`config.mk`:
```
export PLATFORM = sky130hd
export DESIGN_NAME = cpu_top
export DESIGN_NICKNAME = d
export VERILOG_FILES = /design/src/verilog/lc3b_types_pkg.sv /design/src/verilog/lc3b_ctrl_pkg.sv /design/src/verilog/fetch.sv /design/src/verilog/regfile.sv /design/src/verilog/execute_mem.sv /design/src/verilog/mem_arbiter.sv /design/src/verilog/cpu_top.sv
export SDC_FILE = /design/constraint.sdc
export NUM_CORES = 1
export LEC_CHECK = 0
export BUFFER_PORTS_ARGS = -buffer_cell sky130_fd_sc_hd__buf_4
export CAP_MARGIN = 10
export CORE_MARGIN = 2
export CORE_UTILIZATION = 37
export CTS_CLUSTER_SIZE = 40
export DETAILED_ROUTE_END_ITERATION = 7
export GPL_TIMING_DRIVEN = 1
export PLACE_DENSITY = 0.55
export SLEW_MARGIN = 20
export SYNTH_ARGS = -nofsm -noshare
export SYNTH_HDL_FRONTEND = slang
export SYNTH_HIERARCHICAL = 1
export SYNTH_SLANG_ARGS = --single-unit
```
`constraint.sdc`:
```
create_clock -name clk -period 10.1 [get_ports clk]
set_input_delay 1.01 -clock clk [delete_from_list [all_inputs] [get_ports clk]]
set_output_delay 1.01 -clock clk [all_outputs]
set_load 0.02 [all_outputs]
```
`src/verilog/lc3b_types_pkg.sv`:
```
package lc3b_types_pkg;

	// data path and address
	typedef logic [15:0] lc3b_word;

	// register index
	typedef logic [2:0] lc3b_reg;

	// condition code, bit 2 is n and bit 0 is p
	typedef logic [2:0] lc3b_nzp;

	// immediate fields of the instruction word
	typedef logic [4:0] lc3b_imm5;
	typedef logic [5:0] lc3b_offset6;
	typedef logic [8:0] lc3b_offset9;

	// opcodes kept in this core, anything else retires as a no-op
	typedef enum logic [3:0] {
		op_br  = 4'b0000,
		op_add = 4'b0001,
		op_and = 4'b0101,
		op_ldr = 4'b0110,
		op_str = 4'b0111,
		op_not = 4'b1001
	} lc3b_opcode;

endpackage : lc3b_types_pkg

```
`src/verilog/lc3b_ctrl_pkg.sv`:
```
package lc3b_ctrl_pkg;

	import lc3b_types_pkg::*;

	// execute stage sequencing
	typedef enum logic [1:0] {
		ex_idle,
		ex_run,
		ex_mem_wait
	} ex_state_t;

	// owner of the memory port
	typedef enum logic [1:0] {
		arb_idle,
		arb_ifetch,
		arb_data
	} arb_state_t;

	// first fetch address
	localparam lc3b_word pc_reset = 16'h0000;

	// zero flag only
	localparam lc3b_nzp cc_reset = 3'b010;

	localparam int num_regs = 8;

endpackage : lc3b_ctrl_pkg

```
`src/verilog/fetch.sv`:
```
module fetch
	import lc3b_types_pkg::*, lc3b_ctrl_pkg::*;
(
	input logic clk,
	input logic rst_n,

	input logic ir_take,
	input logic br_taken,
	input lc3b_word br_target,

	input logic if_resp,
	input lc3b_word if_rdata,
	output logic if_read,
	output lc3b_word if_address,

	output lc3b_word ir,
	output lc3b_word npc,
	output logic ir_valid
);

lc3b_word pc;
lc3b_word pc_next;
lc3b_word drop_addr;
lc3b_word q_ir [2];
lc3b_word q_npc [2];
logic [1:0] count;
logic discard;
logic req_on;
logic push;
logic pop;
logic wr_slot;

assign pc_next = pc + 16'd2;

// a dropped read keeps its old address until the memory answers
assign if_read = req_on && (discard || count != 2'd2);
assign if_address = discard ? drop_addr : pc;

assign push = if_resp && !discard && !br_taken;
assign pop = ir_take && !br_taken;

// slot the new word lands in once the head has been popped
assign wr_slot = count[0] ^ pop;

assign ir = q_ir[0];
assign npc = q_npc[0];
assign ir_valid = (count != 2'd0);

always_ff @(posedge clk) begin
	if (!rst_n) begin
		pc <= pc_reset;
		count <= 2'd0;
		discard <= 1'b0;
		req_on <= 1'b0;
	end else begin
		req_on <= 1'b1;
		if (br_taken) begin
			pc <= br_target;
			count <= 2'd0;
			discard <= if_read && !if_resp;
		end else begin
			if (if_resp && discard)
				discard <= 1'b0;
			if (push)
				pc <= pc_next;
			count <= count + {1'b0, push} - {1'b0, pop};
		end
	end
end

always_ff @(posedge clk) begin
	if (br_taken)
		drop_addr <= if_address;
	if (pop) begin
		q_ir[0] <= q_ir[1];
		q_npc[0] <= q_npc[1];
	end
	if (push) begin
		q_ir[wr_slot] <= if_rdata;
		q_npc[wr_slot] <= pc_next;
	end
end

a_if_addr_stable: assert property (@(posedge clk) disable iff (!rst_n)
	if_read && !if_resp |=> if_read && $stable(if_address));

endmodule : fetch

```
`src/verilog/regfile.sv`:
```
module regfile
	import lc3b_types_pkg::*, lc3b_ctrl_pkg::*;
(
	input logic clk,
	input logic rst_n,

	input lc3b_reg sr1_idx,
	input lc3b_reg sr2_idx,
	input lc3b_reg wb_idx,
	input logic wb_en,
	input lc3b_word wb_data,

	output lc3b_word sr1_data,
	output lc3b_word sr2_data
);

lc3b_word regs [num_regs];

always_ff @(posedge clk) begin
	if (!rst_n) begin
		for (int i = 0; i < num_regs; i++)
			regs[i] <= '0;
	end else if (wb_en) begin
		regs[wb_idx] <= wb_data;
	end
end

// reads see the old value during a write cycle
assign sr1_data = regs[sr1_idx];
assign sr2_data = regs[sr2_idx];

endmodule : regfile

```
`src/verilog/execute_mem.sv`:
```
module execute_mem
	import lc3b_types_pkg::*, lc3b_ctrl_pkg::*;
(
	input logic clk,
	input logic rst_n,

	input lc3b_word ir,
	input lc3b_word npc,
	input logic ir_valid,
	output logic ir_take,

	input lc3b_word sr1_data,
	input lc3b_word sr2_data,
	output lc3b_reg sr1_idx,
	output lc3b_reg sr2_idx,
	output lc3b_reg wb_idx,
	output logic wb_en,
	output lc3b_word wb_data,

	output logic br_taken,
	output lc3b_word br_target,

	output logic d_read,
	output logic d_write,
	output lc3b_word d_address,
	output lc3b_word d_wdata,
	input logic d_resp,
	input lc3b_word d_rdata
);

ex_state_t state;
ex_state_t next_state;
lc3b_word cur_ir;
lc3b_word cur_npc;
lc3b_nzp cc;
lc3b_nzp br_nzp;
lc3b_opcode opcode;
lc3b_imm5 imm5;
lc3b_offset6 off6;
lc3b_offset9 off9;
lc3b_word operand2;
lc3b_word alu_out;

assign opcode = lc3b_opcode'(cur_ir[15:12]);
assign br_nzp = cur_ir[11:9];
assign imm5 = cur_ir[4:0];
assign off6 = cur_ir[5:0];
assign off9 = cur_ir[8:0];

assign wb_idx = cur_ir[11:9];
assign sr1_idx = cur_ir[8:6];
// STR reads its source through the second port
assign sr2_idx = (opcode == op_str) ? cur_ir[11:9] : cur_ir[2:0];

assign operand2 = cur_ir[5] ? {{11{imm5[4]}}, imm5} : sr2_data;

always_comb begin
	case (opcode)
		op_add: alu_out = sr1_data + operand2;
		op_and: alu_out = sr1_data & operand2;
		op_not: alu_out = ~sr1_data;
		default: alu_out = '0;
	endcase
end

// base plus offset in words
assign d_address = sr1_data + {{9{off6[5]}}, off6, 1'b0};
assign d_wdata = sr2_data;
assign br_target = cur_npc + {{6{off9[8]}}, off9, 1'b0};

always_comb begin
	next_state = state;
	ir_take = 1'b0;
	wb_en = 1'b0;
	wb_data = alu_out;
	br_taken = 1'b0;
	d_read = 1'b0;
	d_write = 1'b0;
	case (state)
		ex_idle: begin
			if (ir_valid) begin
				ir_take = 1'b1;
				next_state = ex_run;
			end
		end
		ex_run: begin
			next_state = ex_idle;
			case (opcode)
				op_add, op_and, op_not: wb_en = 1'b1;
				op_br: br_taken = |(br_nzp & cc);
				op_ldr, op_str: next_state = ex_mem_wait;
				default: ;
			endcase
		end
		ex_mem_wait: begin
			d_read = (opcode == op_ldr);
			d_write = (opcode == op_str);
			if (d_resp) begin
				wb_en = (opcode == op_ldr);
				wb_data = d_rdata;
				next_state = ex_idle;
			end
		end
		default: next_state = ex_idle;
	endcase
end

always_ff @(posedge clk) begin
	if (!rst_n) begin
		state <= ex_idle;
		cc <= cc_reset;
	end else begin
		state <= next_state;
		if (wb_en)
			cc <= {wb_data[15], wb_data == 16'h0000, !wb_data[15] && wb_data != 16'h0000};
	end
end

always_ff @(posedge clk) begin
	if (ir_take) begin
		cur_ir <= ir;
		cur_npc <= npc;
	end
end

// data request held until the memory answers
a_d_req_stable: assert property (@(posedge clk) disable iff (!rst_n)
	(d_read || d_write) && !d_resp |=> $stable({d_read, d_write, d_address, d_wdata}));

endmodule : execute_mem

```
`src/verilog/mem_arbiter.sv`:
```
module mem_arbiter
	import lc3b_types_pkg::*, lc3b_ctrl_pkg::*;
(
	input logic clk,
	input logic rst_n,

	input logic if_read,
	input lc3b_word if_address,
	output logic if_resp,
	output lc3b_word if_rdata,

	input logic d_read,
	input logic d_write,
	input lc3b_word d_address,
	input lc3b_word d_wdata,
	output logic d_resp,
	output lc3b_word d_rdata,

	output logic pmem_read,
	output logic pmem_write,
	output lc3b_word pmem_address,
	output lc3b_word pmem_wdata,
	input logic pmem_resp,
	input lc3b_word pmem_rdata
);

arb_state_t state;

always_ff @(posedge clk) begin
	if (!rst_n) begin
		state <= arb_idle;
	end else begin
		case (state)
			arb_idle: begin
				// data side wins a tie
				if (d_read || d_write)
					state <= arb_data;
				else if (if_read)
					state <= arb_ifetch;
			end
			arb_ifetch, arb_data: begin
				if (pmem_resp)
					state <= arb_idle;
			end
			default: state <= arb_idle;
		endcase
	end
end

assign pmem_read = (state == arb_data) ? d_read : (state == arb_ifetch) && if_read;
assign pmem_write = (state == arb_data) && d_write;
assign pmem_address = (state == arb_data) ? d_address : if_address;
assign pmem_wdata = d_wdata;

assign if_resp = (state == arb_ifetch) && pmem_resp;
assign d_resp = (state == arb_data) && pmem_resp;
assign if_rdata = pmem_rdata;
assign d_rdata = pmem_rdata;

// every memory answer goes to exactly one owner
a_resp_one_side: assert property (@(posedge clk) disable iff (!rst_n)
	pmem_resp |-> (if_resp != d_resp));

endmodule : mem_arbiter

```
`src/verilog/cpu_top.sv`:
```
module cpu_top
	import lc3b_types_pkg::*;
(
	input logic clk,
	input logic rst_n,

	input logic pmem_resp,
	input lc3b_word pmem_rdata,
	output logic pmem_read,
	output logic pmem_write,
	output lc3b_word pmem_address,
	output lc3b_word pmem_wdata
);

// fetch to execute
lc3b_word ir;
lc3b_word npc;
logic ir_valid;
logic ir_take;
logic br_taken;
lc3b_word br_target;

// instruction side of the arbiter
logic if_read;
lc3b_word if_address;
logic if_resp;
lc3b_word if_rdata;

// register file ports
lc3b_reg sr1_idx;
lc3b_reg sr2_idx;
lc3b_reg wb_idx;
logic wb_en;
lc3b_word wb_data;
lc3b_word sr1_data;
lc3b_word sr2_data;

// data side of the arbiter
logic d_read;
logic d_write;
lc3b_word d_address;
lc3b_word d_wdata;
logic d_resp;
lc3b_word d_rdata;

fetch fetch_int
(
	.clk,
	.rst_n,
	.ir_take,
	.br_taken,
	.br_target,
	.if_resp,
	.if_rdata,
	.if_read,
	.if_address,
	.ir,
	.npc,
	.ir_valid
);

regfile regfile_int
(
	.clk,
	.rst_n,
	.sr1_idx,
	.sr2_idx,
	.wb_idx,
	.wb_en,
	.wb_data,
	.sr1_data,
	.sr2_data
);

execute_mem execute_int
(
	.clk,
	.rst_n,
	.ir,
	.npc,
	.ir_valid,
	.ir_take,
	.sr1_data,
	.sr2_data,
	.sr1_idx,
	.sr2_idx,
	.wb_idx,
	.wb_en,
	.wb_data,
	.br_taken,
	.br_target,
	.d_read,
	.d_write,
	.d_address,
	.d_wdata,
	.d_resp,
	.d_rdata
);

mem_arbiter arbiter_int
(
	.clk,
	.rst_n,
	.if_read,
	.if_address,
	.if_resp,
	.if_rdata,
	.d_read,
	.d_write,
	.d_address,
	.d_wdata,
	.d_resp,
	.d_rdata,
	.pmem_read,
	.pmem_write,
	.pmem_address,
	.pmem_wdata,
	.pmem_resp,
	.pmem_rdata
);

endmodule : cpu_top

```
==> run summary, run 1 <==
DP HPWL - 28500 µm
H-tree Lvls - 2
Clock Latency Late Sink - 540 ps
Top-Level Pins - 53
Max Root-Sink Buffers - 3
Largest net degree at the start of global routing - 64
Clock sinks - 267
DRC Markers - 0
Number of hold violations in the final report - 0
Vias in the first global route - 10300
Gr ovfl total - 0
Initial antenna violation count - 0
CTS-repair resized insts - 0
Power Dens Cells - 289 mW/mm²
Min cycle time layout - 6600 ps
Setup CP Type - reg2reg
Post-synth EDFFs - 240
Synth warn - 6
Total power - 5.06 mW
DR iter-0 viols - 894
Detail Route Antenna Nets - 0
Post-synth top area share - 0.449
Skew final - 22.6 ps
Primary FF master, synth - edfxtp_1
Syn Area/Cell - 12.3 µm²
Fillers - 4012
Initial Util - 0.374
Post-Syn Area - 0.0160 mm²
CP endpoint kind - flop
Commonest non-fill, non-tap cell in the layout - edfxtp_1
Final Net Count - 1336
Most frequent cells in the layout - edfxtp_1, nor3_1, mux2_2
Critical Path AT - 7030 ps
Slew headroom - 0.308
Worst-path clk slew - 60 ps
P&R area growth vs syn - 9.29%
Die H - 212 µm
Routed WL - 43500 µm
Core Box Area - 0.0429 mm²
VDD IR-drop max - 117 µV
Period utilization - 0.654
Total GRT Usage - 0.196
Placed Cells - 1809
Fin util - 0.409
Via/cell ratio - 5.62
Max_cap viols - 0
Synth area leader - edfxtp_1
FMAX - 151 MHz
Post-Synthesis Cells - 1300
Die ar. - 0.0450 mm²
Routed WL per cell - 23.3 µm
Iteration count of the initial detailed-routing pass - 6
FP Rows - 76
Synth Register Bits - 267
Hold buffers post-CTS - 0
Worst min-delay path class - reg2reg
Crit-path max FO - 19
Startpoint Class - flop
# diodes - 0
First-pass GRT wire length - 64900 µm
Status - finished, final reports clean
Port Buffers - 52
RSZ-0062 raised after global routing - no
Synthesized Nets - 1375
GP Congestion - 0.878
Die X - 212 µm
Synth top area cells - edfxtp_1, mux4_1, mux2_2
Count of pins over their slew limit - 0
Setup Viol. Count Final - 0
Worst Path Required - 10530 ps
Asr flop ratio synth - 0
Share of cells above drive strength 1 - 0.201
Worst slew pin tran - 1040 ps
Post-CTS setup buffer count - 0
Final Instance Count excl. Fillers - 1871
Sequential share of the synthesized area - 0.483
CTS Buf Count - 34
Root Driver - clkbuf_16
Netlist cell types - 80
Setup Total Neg Slack - 0 ps
Leak - 6.30 nW
CTS tree - yes
Vias - 10500
==> worst paths after layout <==
| check | startpoint | to | slack [ps] | depth (start not counted) |
|---|---|---|---|---|
| worst max register to register | execute_int/cur_ir[14]$_DFFE_PP_ | execute_int/cc[0]$_SDFFE_PN0P_ | 3500 | 17 |
| worst max-delay path | execute_int/cur_ir[14]$_DFFE_PP_ | execute_int/cc[0]$_SDFFE_PN0P_ | 3500 | 17 |
| worst min register to register | fetch_int/q_npc[0][6]$_DFFE_PP_ | execute_int/cur_npc[6]$_DFFE_PP_ | 410 | 0 |
| worst min-delay path | fetch_int/q_npc[0][6]$_DFFE_PP_ | execute_int/cur_npc[6]$_DFFE_PP_ | 410 | 0 |
==> sequential cells by signal, indices dropped and copies added, names as in the netlist <==
name and flops:
arbiter_int/state 2, execute_int/cc 3, execute_int/cur_ir 16, execute_int/cur_npc 16, execute_int/state 2, fetch_int/count 2
fetch_int/discard 1, fetch_int/drop_addr 16, fetch_int/pc 16, fetch_int/q_ir 32, fetch_int/q_npc 32, fetch_int/req_on 1
regfile_int/regs 128
==> cell usage after synthesis, types with 7 or more instances <==
cell	count
and3_1	8
buf_2	9
a21oi_1	42
ha_1	53
nand2b_1	9
nor3_1	149
buf_1	12
nor2_1	44
edfxtp_1	240
mux2i_1	7
nand3_1	21
mux4_2	8
buf_6	11
mux4_1	56
clkbuf_1	40
xnor2_1	44
nor2b_1	9
clkinv_1	17
and2_1	8
mux2_4	16
buf_4	77
o21bai_1	7
xor2_1	16
o21ai_0	68
or3_1	10
nand2_1	59
mux2_2	80
inv_1	43
dfxtp_1	27
==> cell type report <==
| type | instances | area [µm²] | share of cell area |
|---|---|---|---|
| Sequential cell | 267 | 7750 | 0.442 |
| Multi-Input combinational cell | 822 | 7170 | 0.409 |
| Clock buffer | 42 | 902 | 0.0515 |
| Tap cell | 585 | 732 | 0.0418 |
| Timing Repair Buffer | 76 | 583 | 0.0333 |
| Inverter | 60 | 225 | 0.0128 |
| Clock inverter | 19 | 163 | 0.00928 |
==> cell families (layout without fill, tap and decap cells) <==
kind of cell / Yosys count / count (layout) / synth area share
flip-flops: 267 / 267 / 0.483
buffers and inverters: 211 / 197 / 0.0734
multiplexers: 172 / 172 / 0.182
AO/OA/AOI/OAI: 177 / 177 / 0.0684
adder cells (fa/ha/maj): 56 / 56 / 0.0451
AND/OR/NAND/NOR: 357 / 357 / 0.115
XOR/XNOR: 60 / 60 / 0.0328
==> layer usage <==
layer  up-vias  track usage  part of all wire
li1       4821            -                 -
met1      5287        0.256              0.43
met2       332        0.321              0.47
met3        68       0.0428             0.064
met4         0       0.0658             0.029
met5         -            0                 0
==> report_power, final <==
| part | internal, mW | switching (mW) |
|---|---|---|
| logic | 0.955 | 1.43 |
| clock network | 0.692 | 0.480 |
| registers | 1.42 | 0.0910 |
==> stage by stage <==
| stage | hold slack (ps) | worst slack, ps | cell area (µm²) |
|---|---|---|---|
| global route | 424 | 3140 | 17500 |
| detailed placement | 405 | 3550 | 16400 |
| global placement | 400 | 3750 | 16400 |
| finish | 414 | 3500 | 17500 |
| CTS | 410 | 3520 | 17500 |
| floorplan | 400 | 4450 | 16000 |
==> worst max-delay path: stages, from the launching register on <==
cell and delay [ps]:
edfxtp_1 540, nor2b_4 550, nand3_1 270, mux2_2 760, mux4_1 630, mux2_2 290
mux2_2 270, ha_1 240, fa_1 430, a211oi_2 280, o21ai_1 160, o21ai_1 260
o21bai_1 100, a211o_1 300, a31o_2 260, or4b_1 500, or4_1 450, and3_1 190
Note: power is estimated with default switching activity, not from simulation.
==> inputs of run 2 (changes only) <==
--- a/config.mk
+++ b/config.mk
@@ -12,7 +12,7 @@
 export CTS_CLUSTER_SIZE = 40
 export DETAILED_ROUTE_END_ITERATION = 7
 export GPL_TIMING_DRIVEN = 1
-export PLACE_DENSITY = 0.55
+export PLACE_DENSITY = 0.57
 export SLEW_MARGIN = 20
 export SYNTH_ARGS = -nofsm -noshare
 export SYNTH_HDL_FRONTEND = slang
==> constraint.sdc (replaced) <==
create_clock -name clk -period 5.6 [get_ports clk]
set_input_delay 0.56 -clock clk [delete_from_list [all_inputs] [get_ports clk]]
set_output_delay 0.56 -clock clk [all_outputs]
set_load 0.02 [all_outputs]
==> run summary, run 2 (synthesized netlist as in run 1, its figures left out) <==
Status - finished, final reports clean
Setup Total Neg Slack - 0 ps (unchanged)
Via/cell ratio - 5.49 (-2.3%)
Max Root-Sink Buffers - 3 (unchanged)
CTS Buf Count - 30 (-12%)
Routed WL - 41900 µm (-3.8%)
Skew final - 21.8 ps (-0.736 ps)
Most frequent cells in the layout - edfxtp_1, nor3_1, buf_4
Slew headroom - 0.342 (+0.0332)
Post-route cell area - 0.0178 mm² (+1.7%)
Leak - 6.46 nW (+2.5%)
P&R area growth vs syn - 11.1%
# diodes - 0 (unchanged)
Root Driver - clkbuf_16
DP HPWL - 28700 µm (+1.0%)
Max_cap viols - 0 (unchanged)
Share of cells above drive strength 1 - 0.217 (+0.0168)
Crit-path max FO - 21 (+2)
Setup CP Type - reg2reg
FMAX - 188 MHz (+24%)
Startpoint Class - flop
FP Rows - 76 (unchanged)
Area after DPL - 0.0166 mm² (+1.1%)
Most flops, register - regfile_int/regs
Die H - 212 µm (unchanged)
Total power - 9.31 mW (+84%)
Vias - 10400 (-1.3%)
Die ar. - 0.0450 mm² (unchanged)
Worst slew pin tran - 974 ps (-63.5 ps)
Vias in the first global route - 10200 (-0.74%)
Power Dens Cells - 523 mW/mm² (+81%)
Gr ovfl total - 0 (unchanged)
Count of pins over their slew limit - 0 (unchanged)
H-tree Lvls - 1 (-1)
Commonest non-fill, non-tap cell in the layout - edfxtp_1
Hold path cells - 1 (+1)
VDD IR-drop max - 250 µV (+110%)
Max reg flops - 128 (unchanged)
R2R depth - 17 (unchanged)
CTS tree - yes
Clock Latency Late Sink - 590 ps (+50 ps)
RSZ-0062 raised after global routing - no
Worst-path clk slew - 60 ps (about the same)
Worst min-delay path class - in2reg
Initial Util - 0.374 (unchanged)
Port Buffers - 52 (unchanged)
Largest regs - regfile_int/regs (128), fetch_int/q_ir (32), fetch_int/q_npc (32)
CP endpoint kind - flop
Top-Level Pins - 53 (unchanged)
Detail Route Antenna Nets - 0 (unchanged)
Period utilization - 0.952 (+0.298)
Critical Path AT - 5800 ps (-1230 ps)
Largest net degree at the start of global routing - 44 (-31%)
GP Congestion - 0.878 (about the same)
Number of hold violations in the final report - 0 (unchanged)
Clock sinks - 267 (unchanged)
Iteration count of the initial detailed-routing pass - 5 (-1)
DR iter-0 viols - 827 (-7.5%)
Worst Path Required - 6070 ps (-4460 ps)
Hold buffers post-CTS - 0 (unchanged)
First-pass GRT wire length - 63300 µm (-2.5%)
DRC Markers - 0 (unchanged)
Min cycle time layout - 5330 ps (-1270 ps)
Setup Viol. Count Final - 0 (unchanged)
Routed WL per cell - 22.1 µm (-4.8%)
Total GRT Usage - 0.186 (-0.00921)
Die X - 212 µm (unchanged)
Core Box Area - 0.0429 mm² (unchanged)
Final Net Count - 1357 (+1.6%)
Initial antenna violation count - 1 (+1)
==> run 2: cell count changes in the layout (fill, tap and decap cells not counted), moves of 2 or more <==
cell	previous run	this run
clkinvlp_4	0	2
buf_12	1	7
bufinv_16	2	8
clkbuf_16	35	30
clkbuf_1	7	4
clkinv_1	24	20
buf_4	75	94
inv_6	3	1
==> run 2: path summary, 6_finish.rpt <==
path,start,endpoint,slack (ps)
min,pmem_rdata[15],fetch_int/q_ir[1][15]$_DFFE_PP_,200
max,execute_int/cur_ir[15]$_DFFE_PP_,execute_int/cc[0]$_SDFFE_PN0P_,270
max reg2reg,execute_int/cur_ir[15]$_DFFE_PP_,execute_int/cc[0]$_SDFFE_PN0P_,270
min reg2reg,fetch_int/q_ir[0][2]$_DFFE_PP_,execute_int/cur_ir[2]$_DFFE_PP_,410
==> run 2: layout make-up <==
type / instances / area [µm²]
fill: 4010 / 25100
sequential: 267 / 7750
multi-input combinational: 822 / 7170
timing repair buffer: 101 / 846
clock buffer: 34 / 766
tap: 585 / 732
clock inverter: 22 / 330
inverter: 60 / 225
==> run 2: critical path, cell delays in order (launching register included) <==
cell	delay, ps
edfxtp_1	430
nor2b_4	140
nand3_1	130
mux2_4	270
buf_12	200
mux4_1	570
mux2_2	290
mux2_2	290
fa_1	440
a211oi_2	270
o21ai_1	160
o21ai_1	290
o21bai_1	100
a211o_1	290
a31o_2	250
or4b_1	480
or4_1	440
and3_1	180
==> run 2: power breakdown <==
group	internal, mW	total [mW]	switching [mW]
Sequential	2.55	2.72	0.170
Combinational	1.84	4.39	2.55
Clock	1.35	2.20	0.849
==> run 2: per-layer routing <==
layer	vias up	wire length (µm)	track usage	share of wire
met5	-	9	0	0.00022
met4	2	1110	0.0534	0.026
met3	57	1880	0.0272	0.045
met2	237	20000	0.314	0.48
met1	5229	18900	0.250	0.45
li1	4849	-	-	-
==> run 2: what timing repair did <==
item | CTS | global route
gates cloned | 0 | 0
setup buffers | 2 | 3
gates resized for setup | 0 | 2
setup endpoints to repair | 1 | 3
==> run 2: per-stage QoR <==
| stage | hold WS [ps] | instances | setup WS [ps] | util |
|---|---|---|---|---|
| 3_5_place_dp | 405 | 1829 | 237 | 0.388 |
| 6_report | 195 | 1891 | 271 | 0.416 |
| 2_1_floorplan | 400 | 1300 | 49.8 | - |
| 4_1_cts | 172 | 1887 | 80.9 | 0.414 |
| 3_3_place_gp | 402 | 1829 | 317 | 0.388 |
| 5_1_grt | 180 | 1891 | 55.9 | 0.416 |
==> inputs of run 3 (changes only) <==
==> constraint.sdc (replaced) <==
create_clock -name clk -period 5.6 [get_ports clk]
set_input_delay 1.12 -clock clk [delete_from_list [all_inputs] [get_ports clk]]
set_output_delay 1.12 -clock clk [all_outputs]
set_load 0.02 [all_outputs]
==> run summary, run 3 (synthesized netlist as in run 1, its figures left out) <==
Sequential share of power - 0.289 (-0.003)
DP HPWL - 29400 µm (+2.2%)
CTS Buf Count - 29 (-3.3%)
Period utilization - 0.963 (+0.0116)
Routed WL per cell - 22.4 µm (+1.3%)
Top-Level Pins - 53 (unchanged)
R2r setup slk - 250 ps (-20 ps)
First-pass GRT wire length - 63900 µm (+1.0%)
Worst min-delay path class - reg2reg
Final Instance Count excl. Fillers - 1891 (unchanged)
Final Net Count - 1360 (+0.22%)
Max_cap viols - 0 (unchanged)
Initial Util - 0.374 (unchanged)
Vias in the first global route - 10300 (+0.76%)
Power Internal - 5.77 mW (+0.45%)
CTS tree - yes
Routed WL - 42400 µm (+1.3%)
Max Root-Sink Buffers - 3 (unchanged)
Root Driver - clkbuf_16
# diodes - 0 (unchanged)
Largest regs - regfile_int/regs (128), fetch_int/q_ir (32), fetch_int/q_npc (32)
Fin util - 0.417 (+0.00105)
Comb pwr share - 0.482 (+0.011)
H-tree Lvls - 1 (unchanged)
Setup crit start - execute_int/cur_ir[6]$_DFFE_PP_
Clock sinks - 267 (unchanged)
Core Box Area - 0.0429 mm² (unchanged)
FP Rows - 76 (unchanged)
Max reg flops - 128 (unchanged)
Most flops, register - regfile_int/regs
Port Buffers - 52 (unchanged)
Worst slew pin tran - 1110 ps (+131 ps)
Setup CP Type - reg2out
FMAX - 185 MHz (-1.2%)
Die H - 212 µm (unchanged)
Crit-path max FO - 4 (-81%)
Number of hold violations in the final report - 0 (unchanged)
Slew headroom - 0.262 (-0.0800)
Most frequent cells in the layout - edfxtp_1, nor3_1, buf_4
Largest net degree at the start of global routing - 53 (+20%)
Placed Cells - 1830 (+0.055%)
Gr ovfl total - 0 (unchanged)
Commonest non-fill, non-tap cell in the layout - edfxtp_1
Crit Reg-Reg Startpoint - execute_int/cur_ir[15]$_DFFE_PP_
Clock group share of total power - 0.229 (-0.007)
Hold buffers post-CTS - 0 (unchanged)
Net Switching - 3.61 mW (+1.3%)
Die ar. - 0.0450 mm² (unchanged)
Initial antenna violation count - 0 (-1)
P&R area growth vs syn - 11.4%
Detail Route Antenna Nets - 0 (unchanged)
GP Congestion - 0.899 (+2.3%)
CP endpoint kind - output pin
VDD IR-drop max - 246 µV (-1.7%)
Vias - 10500 (+1.4%)
DRC Markers - 0 (unchanged)
Clock Latency Late Sink - 590 ps (about the same)
DR iter-0 viols - 937 (+13%)
Setup Total Neg Slack - 0 ps (unchanged)
Critical Path AT - 4270 ps (-1530 ps)
Count of pins over their slew limit - 0 (unchanged)
RSZ-0062 raised after global routing - no
Total power - 9.38 mW (+0.77%)
Total GRT Usage - 0.189 (+0.00307)
Die X - 212 µm (unchanged)
Share of cells above drive strength 1 - 0.225 (+0.00766)
Skew final - 33.2 ps (+11.4 ps)
Leak - 6.48 nW (+0.28%)
Sw Ratio - 0.385 (+0.00192)
Setup Viol. Count Final - 0 (unchanged)
Worst-path clk slew - 60 ps (about the same)
Post-route cell area - 0.0179 mm² (+0.25%)
Fillers - 3975 (-0.87%)
Worst Path Required - 4480 ps (-1590 ps)
Via/cell ratio - 5.56 (+1.4%)
Iteration count of the initial detailed-routing pass - 5 (unchanged)
Min cycle time layout - 5390 ps (+64.7 ps)
Area after DPL - 0.0166 mm² (about the same)
Startpoint Class - flop
Power Dens Cells - 525 mW/mm² (+0.51%)
Hold Crit Start - fetch_int/q_npc[0][8]$_DFFE_PP_
Status - finished, final reports clean
[run 3: cell count changes in the layout (fill, tap and decap cells not counted), moves of 2 or more]
cell      previous run  this run
ha_1                53        51
ha_4                 0         2
buf_6                0         2
mux2_4              17        20
buf_4               94        99
mux2_2              79        76
o21ai_0             60        57
clkinv_2             6         3
o21ai_2              8        10
buf_12               7         3
[run 3: metrics by stage]
step                      setup slack [ps]  hold WS [ps]
after floorplan                       49.8           400
final                                  206           413
after global placement                 267           401
after detailed placement               183           405
after global routing                  7.41           415
after CTS                             17.9           414
[run 3: path summary, 6_finish.rpt]
kind | to | cells after the start
worst max register to register | execute_int/cc[0]$_SDFFE_PN0P_ | 18
worst min register to register | execute_int/cur_npc[8]$_DFFE_PP_ | 0
worst max-delay path | pmem_address[14] | 16
worst min-delay path | execute_int/cur_npc[8]$_DFFE_PP_ | 0
[run 3: per-layer routing]
layer / track usage / share of wire / vias up
met5: 0 / 0 / -
met2: 0.320 / 0.48 / 301
li1: - / - / 4862
met3: 0.0285 / 0.054 / 58
met1: 0.253 / 0.44 / 5297
met4: 0.0529 / 0.025 / 0
[run 3: worst max-delay path, cell delays in order, from the launching register on]
cell and delay, ps:
edfxtp_1 360, buf_6 130, buf_6 110, mux4_1 530
mux2_4 310, ha_1 300, a21o_1 190, a21oi_2 190
o21ai_1 100, a211o_1 320, nand3_1 100, nand3_1 100
a41oi_1 210, o21ai_0 130, xor2_1 170, mux2_4 270
buf_4 160
[run 3: power by group through the flow]
| stage | Sequential (mW) | Clock [mW] | Combinational [mW] |
|---|---|---|---|
| finish | 2.71 | 2.15 | 4.52 |
| CTS | 2.72 | 2.19 | 4.45 |
| global placement | 2.76 | 0 | 4.30 |
| global route | 2.74 | 2.26 | 4.92 |
| floorplan | 2.69 | 0 | 3.40 |
| detailed placement | 2.77 | 0 | 4.33 |
[run 3: layout make-up]
class,instances,area (µm²),share of cell area
timing repair buffer,105,858,0.0480
multi-input combinational,822,7250,0.406
clock buffer,33,741,0.0415
clock inverter,19,314,0.0176
tap,585,732,0.0410
sequential,267,7750,0.434
inverter,60,225,0.0126
[run 3: repair_timing]
action                                  in CTS  in global routing
pin swaps                                    4                  6
gates cloned                                 1                  0
endpoints found under the setup margin       3                  3
gates resized for setup                     11                 10
setup buffers                                5                  3
